[src/source/link_pkg.sv]
package link_pkg;

  // ====================
  // spi frame layouts
  // ====================

  // bits per spi frame, both directions
  localparam int FRAME_BITS = 19;

  // host to minion, msb first on mosi
  typedef struct packed {
    logic        cmd_valid;  // 0 means poll only
    logic [1:0]  addr;
    logic [15:0] data;
  } cmd_frame_t;

  // minion to host, msb first on miso
  typedef struct packed {
    logic        rsp_valid;
    logic        src;        // 0 loopback, 1 output crossbar
    logic        pad;
    logic [15:0] data;
  } rsp_frame_t;

  // ====================
  // address map
  // ====================

  localparam logic [1:0] ADDR_IN_XBAR  = 2'd0;
  localparam logic [1:0] ADDR_OUT_XBAR = 2'd1;
  localparam logic [1:0] ADDR_IN_CTRL  = 2'd2;
  localparam logic [1:0] ADDR_OUT_CTRL = 2'd3;

  // crossbar control word, carried in the data field
  typedef struct packed {
    logic [7:0] unused;
    logic [3:0] in_sel;
    logic [3:0] out_sel;
  } xbar_ctrl_t;

endpackage

[src/source/accel_pkg.sv]
package accel_pkg;

  // ====================
  // accelerator samples
  // ====================

  // one unsigned sample
  // vectors are word_t [N_SAMPLES-1:0], declared where used
  // sums wrap at 2^16
  typedef logic [15:0] word_t;

endpackage

[src/source/spi_minion.sv]
`timescale 1ns/1ps

module spi_minion #(
  parameter int SYNC_STAGES = 2
) (
  input  logic                 clk,
  input  logic                 rst_n,
  input  logic                 cs,
  input  logic                 sclk,
  input  logic                 mosi,
  output logic                 miso,
  output link_pkg::cmd_frame_t cmd,
  output logic                 cmd_val,
  input  logic                 cmd_rdy,
  input  link_pkg::rsp_frame_t rsp,
  input  logic                 rsp_val,
  output logic                 rsp_rdy,
  output logic                 minion_parity
);

  localparam int FB = link_pkg::FRAME_BITS;

  // ====================
  // pin synchronizers
  // ====================

  logic [SYNC_STAGES-1:0] cs_sync;
  logic [SYNC_STAGES-1:0] sclk_sync;
  logic [SYNC_STAGES-1:0] mosi_sync;
  logic                   cs_q;
  logic                   sclk_q;
  logic                   cs_s;
  logic                   sclk_s;
  logic                   mosi_s;

  // cs idles high, active low
  always_ff @(posedge clk or negedge rst_n) begin
    if (!rst_n) begin
      cs_sync   <= '1;
      sclk_sync <= '0;
      mosi_sync <= '0;
      cs_q      <= 1'b1;
      sclk_q    <= 1'b0;
    end else begin
      cs_sync   <= {cs_sync[SYNC_STAGES-2:0], cs};
      sclk_sync <= {sclk_sync[SYNC_STAGES-2:0], sclk};
      mosi_sync <= {mosi_sync[SYNC_STAGES-2:0], mosi};
      cs_q      <= cs_s;
      sclk_q    <= sclk_s;
    end
  end

  assign cs_s   = cs_sync[SYNC_STAGES-1];
  assign sclk_s = sclk_sync[SYNC_STAGES-1];
  assign mosi_s = mosi_sync[SYNC_STAGES-1];

  // edges in the clk domain
  logic frame_start;
  logic frame_done;
  logic sclk_rise;
  logic sclk_fall;

  assign frame_start = cs_q && !cs_s;
  assign frame_done  = !cs_q && cs_s;
  assign sclk_rise   = !cs_s && sclk_s && !sclk_q;
  assign sclk_fall   = !cs_s && !sclk_s && sclk_q;

  // ====================
  // shift registers
  // ====================

  logic [FB-1:0]        rx_shift;
  logic [FB-1:0]        tx_shift;
  link_pkg::cmd_frame_t rx_frame;
  link_pkg::rsp_frame_t rsp_hold;
  logic                 rsp_full;

  assign rx_frame = rx_shift;
  assign miso     = tx_shift[FB-1];
  assign rsp_rdy  = !rsp_full;

  // mosi in on rising sclk, msb first
  always_ff @(posedge clk) begin
    if (sclk_rise) begin
      rx_shift <= {rx_shift[FB-2:0], mosi_s};
    end
  end

  // miso out on falling sclk
  always_ff @(posedge clk or negedge rst_n) begin
    if (!rst_n) begin
      tx_shift <= '0;
    end else if (frame_start) begin
      tx_shift <= rsp_full ? rsp_hold : '0;
    end else if (sclk_fall) begin
      tx_shift <= {tx_shift[FB-2:0], 1'b0};
    end
  end

  // ====================
  // command and reply
  // ====================

  // latched at frame end, polls are dropped
  always_ff @(posedge clk) begin
    if (frame_done && rx_frame.cmd_valid) begin
      cmd <= rx_frame;
    end
    if (rsp_val && rsp_rdy) begin
      rsp_hold <= rsp;
    end
  end

  always_ff @(posedge clk or negedge rst_n) begin
    if (!rst_n) begin
      cmd_val       <= 1'b0;
      rsp_full      <= 1'b0;
      minion_parity <= 1'b0;
    end else begin
      // transfer first, a new frame may set it again
      if (cmd_val && cmd_rdy) begin
        cmd_val <= 1'b0;
      end
      if (frame_done && rx_frame.cmd_valid) begin
        cmd_val <= 1'b1;
      end
      if (frame_done) begin
        minion_parity <= ^rx_shift;
      end
      // held reply goes out with the next frame
      if (frame_start) begin
        rsp_full <= 1'b0;
      end
      if (rsp_val && rsp_rdy) begin
        rsp_full <= 1'b1;
      end
    end
  end

  // host keeps frames apart until the pending command is taken
  assert property (@(posedge clk) disable iff (!rst_n)
    (frame_done && rx_frame.cmd_valid) |-> (!cmd_val || cmd_rdy));

endmodule

[src/source/addr_router.sv]
`timescale 1ns/1ps

module addr_router (
  input  link_pkg::cmd_frame_t cmd,
  input  logic                 cmd_val,
  output logic                 cmd_rdy,
  output logic [3:0][15:0]     out_data,
  output logic [3:0]           out_val,
  input  logic [3:0]           out_rdy
);

  // ====================
  // address decode
  // ====================

  always_comb begin
    cmd_rdy = 1'b0;
    for (int i = 0; i < 4; i++) begin
      // data fans out to every port
      out_data[i] = cmd.data;
      // valid only at the addressed port
      out_val[i]  = cmd_val && (cmd.addr == 2'(i));
      // ready comes back from the addressed port only
      if (cmd.addr == 2'(i)) begin
        cmd_rdy = out_rdy[i];
      end
    end
  end

endmodule

[src/source/rr_arbiter.sv]
`timescale 1ns/1ps

module rr_arbiter (
  input  logic                 clk,
  input  logic                 rst_n,
  input  logic [1:0][15:0]     in_data,
  input  logic [1:0]           in_val,
  output logic [1:0]           in_rdy,
  output link_pkg::rsp_frame_t rsp,
  output logic                 rsp_val,
  input  logic                 rsp_rdy
);

  logic       prio;     // input that wins a tie
  logic       gnt_idx;
  logic [1:0] gnt;

  // ====================
  // grant
  // ====================

  always_comb begin
    gnt_idx = in_val[prio] ? prio : !prio;
    gnt     = in_val & (2'b01 << gnt_idx);
  end

  assign rsp_val = |in_val;
  assign in_rdy  = gnt & {2{rsp_rdy}};

  // reply tagged with its source
  always_comb begin
    rsp.rsp_valid = 1'b1;
    rsp.src       = gnt_idx;
    rsp.pad       = 1'b0;
    rsp.data      = in_data[gnt_idx];
  end

  // pointer moves past the winner on each transfer
  always_ff @(posedge clk or negedge rst_n) begin
    if (!rst_n) begin
      prio <= 1'b0;
    end else if (rsp_val && rsp_rdy) begin
      prio <= !gnt_idx;
    end
  end

  // waiting sources hold their words until taken
  assert property (@(posedge clk) disable iff (!rst_n)
    (in_val[0] && !in_rdy[0]) |=> (in_val[0] && $stable(in_data[0])));
  assert property (@(posedge clk) disable iff (!rst_n)
    (in_val[1] && !in_rdy[1]) |=> (in_val[1] && $stable(in_data[1])));

endmodule

[src/source/blocking_xbar.sv]
`timescale 1ns/1ps

module blocking_xbar #(
  parameter int N_INPUTS  = 2,
  parameter int N_OUTPUTS = 2
) (
  input  logic                          clk,
  input  logic                          rst_n,
  input  logic [N_INPUTS-1:0][15:0]     in_data,
  input  logic [N_INPUTS-1:0]           in_val,
  output logic [N_INPUTS-1:0]           in_rdy,
  output logic [N_OUTPUTS-1:0][15:0]    out_data,
  output logic [N_OUTPUTS-1:0]          out_val,
  input  logic [N_OUTPUTS-1:0]          out_rdy,
  input  link_pkg::xbar_ctrl_t          ctrl,
  input  logic                          ctrl_val
);

  link_pkg::xbar_ctrl_t ctrl_q;
  logic [15:0]          sel_data;
  logic                 sel_val;
  logic                 sel_rdy;

  // reset value joins input 0 to output 0
  always_ff @(posedge clk or negedge rst_n) begin
    if (!rst_n) begin
      ctrl_q <= '0;
    end else if (ctrl_val) begin
      ctrl_q <= ctrl;
    end
  end

  // ====================
  // single path
  // ====================

  always_comb begin
    sel_data = '0;
    sel_val  = 1'b0;
    sel_rdy  = 1'b0;
    // out of range selects leave both sides stalled
    for (int i = 0; i < N_INPUTS; i++) begin
      if (ctrl_q.in_sel == 4'(i)) begin
        sel_data = in_data[i];
        sel_val  = in_val[i];
      end
    end
    for (int o = 0; o < N_OUTPUTS; o++) begin
      if (ctrl_q.out_sel == 4'(o)) begin
        sel_rdy = out_rdy[o];
      end
    end
    for (int i = 0; i < N_INPUTS; i++) begin
      in_rdy[i] = (ctrl_q.in_sel == 4'(i)) && sel_rdy;
    end
    for (int o = 0; o < N_OUTPUTS; o++) begin
      out_data[o] = sel_data;
      out_val[o]  = (ctrl_q.out_sel == 4'(o)) && sel_val;
    end
  end

  // a stalled output keeps its word until taken
  for (genvar o = 0; o < N_OUTPUTS; o++) begin : g_out_hold
    assert property (@(posedge clk) disable iff (!rst_n)
      (out_val[o] && !out_rdy[o]) |=> (out_val[o] && $stable(out_data[o])));
  end

endmodule

[src/source/vec_deserializer.sv]
`timescale 1ns/1ps

module vec_deserializer #(
  parameter int N_SAMPLES = 4
) (
  input  logic                                  clk,
  input  logic                                  rst_n,
  input  accel_pkg::word_t                      in_word,
  input  logic                                  in_val,
  output logic                                  in_rdy,
  output accel_pkg::word_t [N_SAMPLES-1:0]      vec,
  output logic                                  vec_val,
  input  logic                                  vec_rdy
);

  localparam int CNT_W = (N_SAMPLES > 1) ? $clog2(N_SAMPLES) : 1;

  logic [CNT_W-1:0] cnt;
  logic             full;

  assign in_rdy  = !full;
  assign vec_val = full;

  // slots fill in arrival order
  always_ff @(posedge clk) begin
    if (in_val && in_rdy) begin
      vec[cnt] <= in_word;
    end
  end

  always_ff @(posedge clk or negedge rst_n) begin
    if (!rst_n) begin
      cnt  <= '0;
      full <= 1'b0;
    end else begin
      if (in_val && in_rdy) begin
        if (cnt == CNT_W'(N_SAMPLES - 1)) begin
          cnt  <= '0;
          full <= 1'b1;
        end else begin
          cnt <= cnt + 1'b1;
        end
      end
      if (vec_val && vec_rdy) begin
        full <= 1'b0;
      end
    end
  end

  // upstream holds its word while the vector waits
  assert property (@(posedge clk) disable iff (!rst_n)
    (in_val && !in_rdy) |=> (in_val && $stable(in_word)));

endmodule

[src/source/vec_serializer.sv]
`timescale 1ns/1ps

module vec_serializer #(
  parameter int N_SAMPLES = 4
) (
  input  logic                             clk,
  input  logic                             rst_n,
  input  accel_pkg::word_t [N_SAMPLES-1:0] vec,
  input  logic                             vec_val,
  output logic                             vec_rdy,
  output accel_pkg::word_t                 out_word,
  output logic                             out_val,
  input  logic                             out_rdy
);

  localparam int CNT_W = (N_SAMPLES > 1) ? $clog2(N_SAMPLES) : 1;

  accel_pkg::word_t [N_SAMPLES-1:0] vec_q;
  logic [CNT_W-1:0]                 idx;
  logic                             busy;

  assign vec_rdy  = !busy;
  assign out_val  = busy;
  assign out_word = vec_q[idx];  // element 0 first

  always_ff @(posedge clk) begin
    if (vec_val && vec_rdy) begin
      vec_q <= vec;
    end
  end

  always_ff @(posedge clk or negedge rst_n) begin
    if (!rst_n) begin
      idx  <= '0;
      busy <= 1'b0;
    end else if (vec_val && vec_rdy) begin
      idx  <= '0;
      busy <= 1'b1;
    end else if (out_val && out_rdy) begin
      // last word frees the buffer
      if (idx == CNT_W'(N_SAMPLES - 1)) begin
        busy <= 1'b0;
      end else begin
        idx <= idx + 1'b1;
      end
    end
  end

endmodule

[src/source/prefix_sum_engine.sv]
`timescale 1ns/1ps

module prefix_sum_engine #(
  parameter int N_SAMPLES = 4
) (
  input  logic                             clk,
  input  logic                             rst_n,
  input  accel_pkg::word_t [N_SAMPLES-1:0] in_vec,
  input  logic                             in_val,
  output logic                             in_rdy,
  output accel_pkg::word_t [N_SAMPLES-1:0] out_vec,
  output logic                             out_val,
  input  logic                             out_rdy
);

  accel_pkg::word_t [N_SAMPLES-1:0] sums;

  // running sum, wraps at 16 bits
  always_comb begin
    accel_pkg::word_t acc;
    acc = '0;
    for (int i = 0; i < N_SAMPLES; i++) begin
      acc     = acc + in_vec[i];
      sums[i] = acc;
    end
  end

  // empty or draining this cycle
  assign in_rdy = !out_val || out_rdy;

  always_ff @(posedge clk) begin
    if (in_val && in_rdy) begin
      out_vec <= sums;
    end
  end

  always_ff @(posedge clk or negedge rst_n) begin
    if (!rst_n) begin
      out_val <= 1'b0;
    end else if (in_val && in_rdy) begin
      out_val <= 1'b1;
    end else if (out_rdy) begin
      out_val <= 1'b0;
    end
  end

endmodule

[src/source/spi_interconnect.sv]
`timescale 1ns/1ps

module spi_interconnect #(
  parameter int N_SAMPLES = 4
) (
  input  logic clk,
  input  logic rst_n,
  input  logic cs,
  input  logic sclk,
  input  logic mosi,
  output logic miso,
  output logic minion_parity
);

  localparam int SYNC_STAGES = 2;

  // ====================
  // spi side
  // ====================

  link_pkg::cmd_frame_t cmd;
  logic                 cmd_val;
  logic                 cmd_rdy;
  link_pkg::rsp_frame_t rsp;
  logic                 rsp_val;
  logic                 rsp_rdy;

  spi_minion #(
    .SYNC_STAGES(SYNC_STAGES)
  ) minion_inst (
    .clk(clk),
    .rst_n(rst_n),
    .cs(cs),
    .sclk(sclk),
    .mosi(mosi),
    .miso(miso),
    .cmd(cmd),
    .cmd_val(cmd_val),
    .cmd_rdy(cmd_rdy),
    .rsp(rsp),
    .rsp_val(rsp_val),
    .rsp_rdy(rsp_rdy),
    .minion_parity(minion_parity)
  );

  logic [3:0][15:0] rt_data;
  logic [3:0]       rt_val;
  logic [3:0]       rt_rdy;

  addr_router router_inst (
    .cmd(cmd),
    .cmd_val(cmd_val),
    .cmd_rdy(cmd_rdy),
    .out_data(rt_data),
    .out_val(rt_val),
    .out_rdy(rt_rdy)
  );

  // ====================
  // crossbars
  // ====================

  logic [0:0]       ixb_in_rdy;
  logic [1:0][15:0] ixb_out_data;
  logic [1:0]       ixb_out_val;
  logic [1:0]       ixb_out_rdy;
  logic [1:0]       oxb_in_rdy;
  logic [0:0][15:0] oxb_out_data;
  logic [0:0]       oxb_out_val;
  logic [0:0]       oxb_out_rdy;

  // control writes always land
  assign rt_rdy[link_pkg::ADDR_IN_XBAR]  = ixb_in_rdy[0];
  assign rt_rdy[link_pkg::ADDR_OUT_XBAR] = oxb_in_rdy[0];
  assign rt_rdy[link_pkg::ADDR_IN_CTRL]  = 1'b1;
  assign rt_rdy[link_pkg::ADDR_OUT_CTRL] = 1'b1;

  // output 0 loopback, output 1 accelerator
  blocking_xbar #(
    .N_INPUTS(1),
    .N_OUTPUTS(2)
  ) in_xbar (
    .clk(clk),
    .rst_n(rst_n),
    .in_data(rt_data[link_pkg::ADDR_IN_XBAR]),
    .in_val(rt_val[link_pkg::ADDR_IN_XBAR]),
    .in_rdy(ixb_in_rdy),
    .out_data(ixb_out_data),
    .out_val(ixb_out_val),
    .out_rdy(ixb_out_rdy),
    .ctrl(link_pkg::xbar_ctrl_t'(rt_data[link_pkg::ADDR_IN_CTRL])),
    .ctrl_val(rt_val[link_pkg::ADDR_IN_CTRL])
  );

  // ====================
  // accelerator
  // ====================

  accel_pkg::word_t [N_SAMPLES-1:0] des_vec;
  logic                             des_vec_val;
  logic                             des_vec_rdy;
  accel_pkg::word_t [N_SAMPLES-1:0] psum_vec;
  logic                             psum_val;
  logic                             psum_rdy;
  accel_pkg::word_t                 ser_word;
  logic                             ser_val;

  vec_deserializer #(
    .N_SAMPLES(N_SAMPLES)
  ) deser_inst (
    .clk(clk),
    .rst_n(rst_n),
    .in_word(ixb_out_data[1]),
    .in_val(ixb_out_val[1]),
    .in_rdy(ixb_out_rdy[1]),
    .vec(des_vec),
    .vec_val(des_vec_val),
    .vec_rdy(des_vec_rdy)
  );

  prefix_sum_engine #(
    .N_SAMPLES(N_SAMPLES)
  ) psum_inst (
    .clk(clk),
    .rst_n(rst_n),
    .in_vec(des_vec),
    .in_val(des_vec_val),
    .in_rdy(des_vec_rdy),
    .out_vec(psum_vec),
    .out_val(psum_val),
    .out_rdy(psum_rdy)
  );

  vec_serializer #(
    .N_SAMPLES(N_SAMPLES)
  ) ser_inst (
    .clk(clk),
    .rst_n(rst_n),
    .vec(psum_vec),
    .vec_val(psum_val),
    .vec_rdy(psum_rdy),
    .out_word(ser_word),
    .out_val(ser_val),
    .out_rdy(oxb_in_rdy[1])
  );

  // input 0 host words, input 1 accelerator results
  blocking_xbar #(
    .N_INPUTS(2),
    .N_OUTPUTS(1)
  ) out_xbar (
    .clk(clk),
    .rst_n(rst_n),
    .in_data({ser_word, rt_data[link_pkg::ADDR_OUT_XBAR]}),
    .in_val({ser_val, rt_val[link_pkg::ADDR_OUT_XBAR]}),
    .in_rdy(oxb_in_rdy),
    .out_data(oxb_out_data),
    .out_val(oxb_out_val),
    .out_rdy(oxb_out_rdy),
    .ctrl(link_pkg::xbar_ctrl_t'(rt_data[link_pkg::ADDR_OUT_CTRL])),
    .ctrl_val(rt_val[link_pkg::ADDR_OUT_CTRL])
  );

  // ====================
  // reply merge
  // ====================

  logic [1:0] arb_in_rdy;

  assign ixb_out_rdy[0] = arb_in_rdy[0];
  assign oxb_out_rdy[0] = arb_in_rdy[1];

  // src 0 loopback, src 1 output crossbar
  rr_arbiter arb_inst (
    .clk(clk),
    .rst_n(rst_n),
    .in_data({oxb_out_data[0], ixb_out_data[0]}),
    .in_val({oxb_out_val[0], ixb_out_val[0]}),
    .in_rdy(arb_in_rdy),
    .rsp(rsp),
    .rsp_val(rsp_val),
    .rsp_rdy(rsp_rdy)
  );

endmodule

[config.mk]
export PLATFORM = sky130hd
export DESIGN_NAME = spi_interconnect
export DESIGN_NICKNAME = d
export VERILOG_FILES = /design/src/source/link_pkg.sv /design/src/source/accel_pkg.sv /design/src/source/spi_minion.sv /design/src/source/addr_router.sv /design/src/source/rr_arbiter.sv /design/src/source/blocking_xbar.sv /design/src/source/vec_deserializer.sv /design/src/source/vec_serializer.sv /design/src/source/prefix_sum_engine.sv /design/src/source/spi_interconnect.sv
export SDC_FILE = /design/constraint.sdc
export NUM_CORES = 1
export LEC_CHECK = 0
export ABC_AREA = 1
export BUFFER_PORTS_ARGS = -buffer_cell sky130_fd_sc_hd__buf_2
export CAP_MARGIN = 30
export CORE_MARGIN = 2
export CORE_UTILIZATION = 63
export DETAILED_ROUTE_END_ITERATION = 16
export PLACE_DENSITY = 0.89
export REMOVE_ABC_BUFFERS = 1
export SYNTH_ARGS = -nofsm -noshare
export SYNTH_HDL_FRONTEND = slang
export SYNTH_SLANG_ARGS = --single-unit
[constraint.sdc]
create_clock -name clk -period 4.6 [get_ports clk]
set_clock_uncertainty 0.1 [all_clocks]
set_input_delay 0.92 -clock clk [delete_from_list [all_inputs] [get_ports clk]]
set_output_delay 0.92 -clock clk [all_outputs]
set_load 0.005 [all_outputs]
==> qor.csv <==
metric;value;unit
rsz0062_at_grt;true;
setup_slack;-0.1941;ns
area_growth_syn_to_layout;15.08;%
dieArea;0.02179;mm²
arrival;4.97;ns
p_per_area;418.7;mW/mm²
ys_seq_elements;300;
numCtsBuffers;29;
multi_input_area;0.004146;mm²
violations;negative setup slack;
relSlewSlack;47.19;%
ys_seq_area_share;67.28;%
maxSlewViolCount;0;
nets;1179;
wl_per_cell;22.93;µm
period_minus_slack;4.794;ns
critPathKind;flip-flop to flip-flop;
leakage;5.698;nW
antenna_found_initial;0;
synthTopCellsByCount;edfxtp_1, nand2_1, nor2_1, inv_1, o21ai_0;
numPortBuffers;6;
synth_top_cell_area_share;56.85;%
final_hold_viol_count;0;
firstDrtPassIters;6;
vias;9124;
vias_per_cell;6.466;
fmax;0.2086;GHz
clock_latency;0.56;ns
swShare;22.87;%
rows;52;
drc;0;
setup_violations;3;
synth_area_leader_cell;edfxtp_1;
p_total;6.261;mW
cts_max_path_buffers;3;
p_sw;1.432;mW
antenna-diode-count;0;
nFillCells;1063;
async_flop_share;18.00;%
die_w;147.6;µm
worst_pin_slew;0.7913;ns
final.setup.tns;-0.5324;ns
grt_max_degree;55;
r2r_setup_slack;-0.19;ns
cts_tree;built;
hold_class;flip-flop to flip-flop;
gr-total-overflow;0;
initial_core_util;64.22;%
core_area;0.02023;mm²
chipHeight;147.6;µm
postSynthCellCount;1071;
dp_hpwl;18930;µm
grt_pass1_vias;8596;
period_share;104.2;%
ys_warn_count;0;
syn_area_per_cell;12.13;µm²
ios;7;
status;complete, but fails checks;
drive_gt1_share;15.25;%
cp.required;4.78;ns
peakVddDrop;308.7;µV
holdBufCountCts;0;
syn_area;0.01299;mm²
cp_max_fo;4;
wl;32360;µm
synth_most_common_cell;edfxtp_1;
clock-root-buffer;clkbuf_16;
p_clk_share;43.0;%
hold-worst-slack;0.2528;ns
drt_first_iter_violations;1173;
ys_top_cells_by_area;edfxtp_1, dfrtp_1, ha_1;
grt_util_all_layers;27.61;%
ant_nets;0;
synthFlopType;edfxtp_1;
seqPwrFrac;49.3;%
drv_cap;0;
synth_edf_count;246;
htree_levels;1;
p_int;4.829;mW
grt_pass1_wl;46450;µm
crit_path_end_kind;flip-flop;
ys_types;45;
gp_congestion;0.9416;
comb_power_share;7.8;%
path_clk_slew;0.06;ns
startpoint_type;flip-flop;
clock-sinks;300;
regArea;0.008742;mm²
## area by class of cell
type	count	area share (%)
Clock inverter	19	2.201
Timing Repair Buffer	43	2.058
Multi-Input combinational cell	653	27.73
Inverter	93	2.335
Tap cell	270	2.259
Clock buffer	33	4.954
Sequential cell	300	58.46
## critical path, cell delays in order, from the launching register on
cell and delay [ns]:
edfxtp_1 0.43, buf_4 0.17, fa_2 0.41, nand3_2 0.10, nand2_1 0.09, nand2_1 0.11, a21oi_1 0.09, nor2_1 0.16
xor2_1 0.16, inv_1 0.09, ha_4 0.16, a21oi_1 0.26, o21ai_2 0.13, a21oi_1 0.26, o21ai_1 0.14, xor2_1 0.28
ha_1 0.37, nand2_1 0.18, nor2_1 0.10, a211oi_1 0.32, o21ai_1 0.19, xor2_1 0.20
## per-layer routing
layer	track usage (%)	vias to the layer above	share of wire, %
met5	0	-	0
met4	11.97	0	6.1
met3	5.586	187	11
met2	46.12	747	48
met1	35.55	4335	35
li1	-	3855	-
## sequential cells by signal, summed over array words and instances (netlist names), 8 cells and up
signal / cells
deser_inst.vec: 64
psum_inst.out_vec: 64
ser_inst.vec_q: 64
minion_inst.rx_frame: 19
minion_inst.tx_shift: 19
minion_inst.cmd: 18
minion_inst.rsp_hold: 17
in_xbar.ctrl_q: 8
out_xbar.ctrl_q: 8
## logic make-up after synthesis
| group | share of synthesized area, % |
|---|---|
| AO/OA/AOI/OAI | 8.137 |
| XOR/XNOR | 3.775 |
| adder cells (fa/ha/maj) | 5.373 |
| buffers and inverters | 3.515 |
| flip-flops | 67.28 |
| AND/OR/NAND/NOR | 11.92 |
## power by group through the flow
stage	clock, mW	sequential [mW]	combinational (mW)
after floorplan	0	3.13	0.289
after global placement	0	3.13	0.420
after detailed placement	0	3.14	0.444
after CTS	2.67	3.08	0.460
after global routing	2.79	3.09	0.521
final	2.69	3.08	0.486
## final timing paths
kind / startpoint / to / cells past startpoint
max in group asynchronous: rst_n / deser_inst.cnt[0]$_DFFE_PN0P_ / 2
min in group asynchronous: rst_n / ser_inst.out_val$_DFFE_PN0P_ / 2
setup reg to reg: deser_inst.vec[1]$_DFFE_PP_ / psum_inst.out_vec[61]$_DFFE_PP_ / 21
hold reg to reg: minion_inst.cs_sync[0]$_DFF_PN1_ / minion_inst.cs_sync[1]$_DFF_PN1_ / 0
setup / recovery: deser_inst.vec[1]$_DFFE_PP_ / psum_inst.out_vec[61]$_DFFE_PP_ / 21
hold / removal: minion_inst.cs_sync[0]$_DFF_PN1_ / minion_inst.cs_sync[1]$_DFF_PN1_ / 0
## stage by stage
| step | utilization (%) | cells | cell area (µm²) | setup WS, ns |
|---|---|---|---|---|
| 6_report | 73.90 | 1411 | 14950 | -0.1941 |
| 5_1_grt | 73.90 | 1411 | 14950 | -0.3235 |
| 4_1_cts | 72.05 | 1398 | 14580 | 0.005160 |
| 3_5_place_dp | 66.25 | 1339 | 13410 | -0.04852 |
| 3_3_place_gp | 66.21 | 1338 | 13400 | 0.1922 |
| 2_1_floorplan | - | 1046 | 12890 | 0.4486 |
## placed cells by master, fill, tap and decap left out, types with 10 or more instances in the layout
cell type,count
a31oi_1,21
nand2_2,16
xor2_1,25
ha_1,38
buf_4,37
o32ai_1,16
edfxtp_1,246
o21ai_0,58
dfrtp_1,51
nand3_2,10
clkbuf_16,29
nand2_1,142
ha_4,12
xnor2_1,27
inv_1,86
a21oi_1,46
nand3_1,44
nor2_1,127
## repair_timing
item | CTS | global route
buffers inserted | 7 | 13
gates resized for setup | 12 | 51
pin swaps | 5 | 18
setup endpoints to repair | 4 | 6
Power figures use the tool's default switching activity.
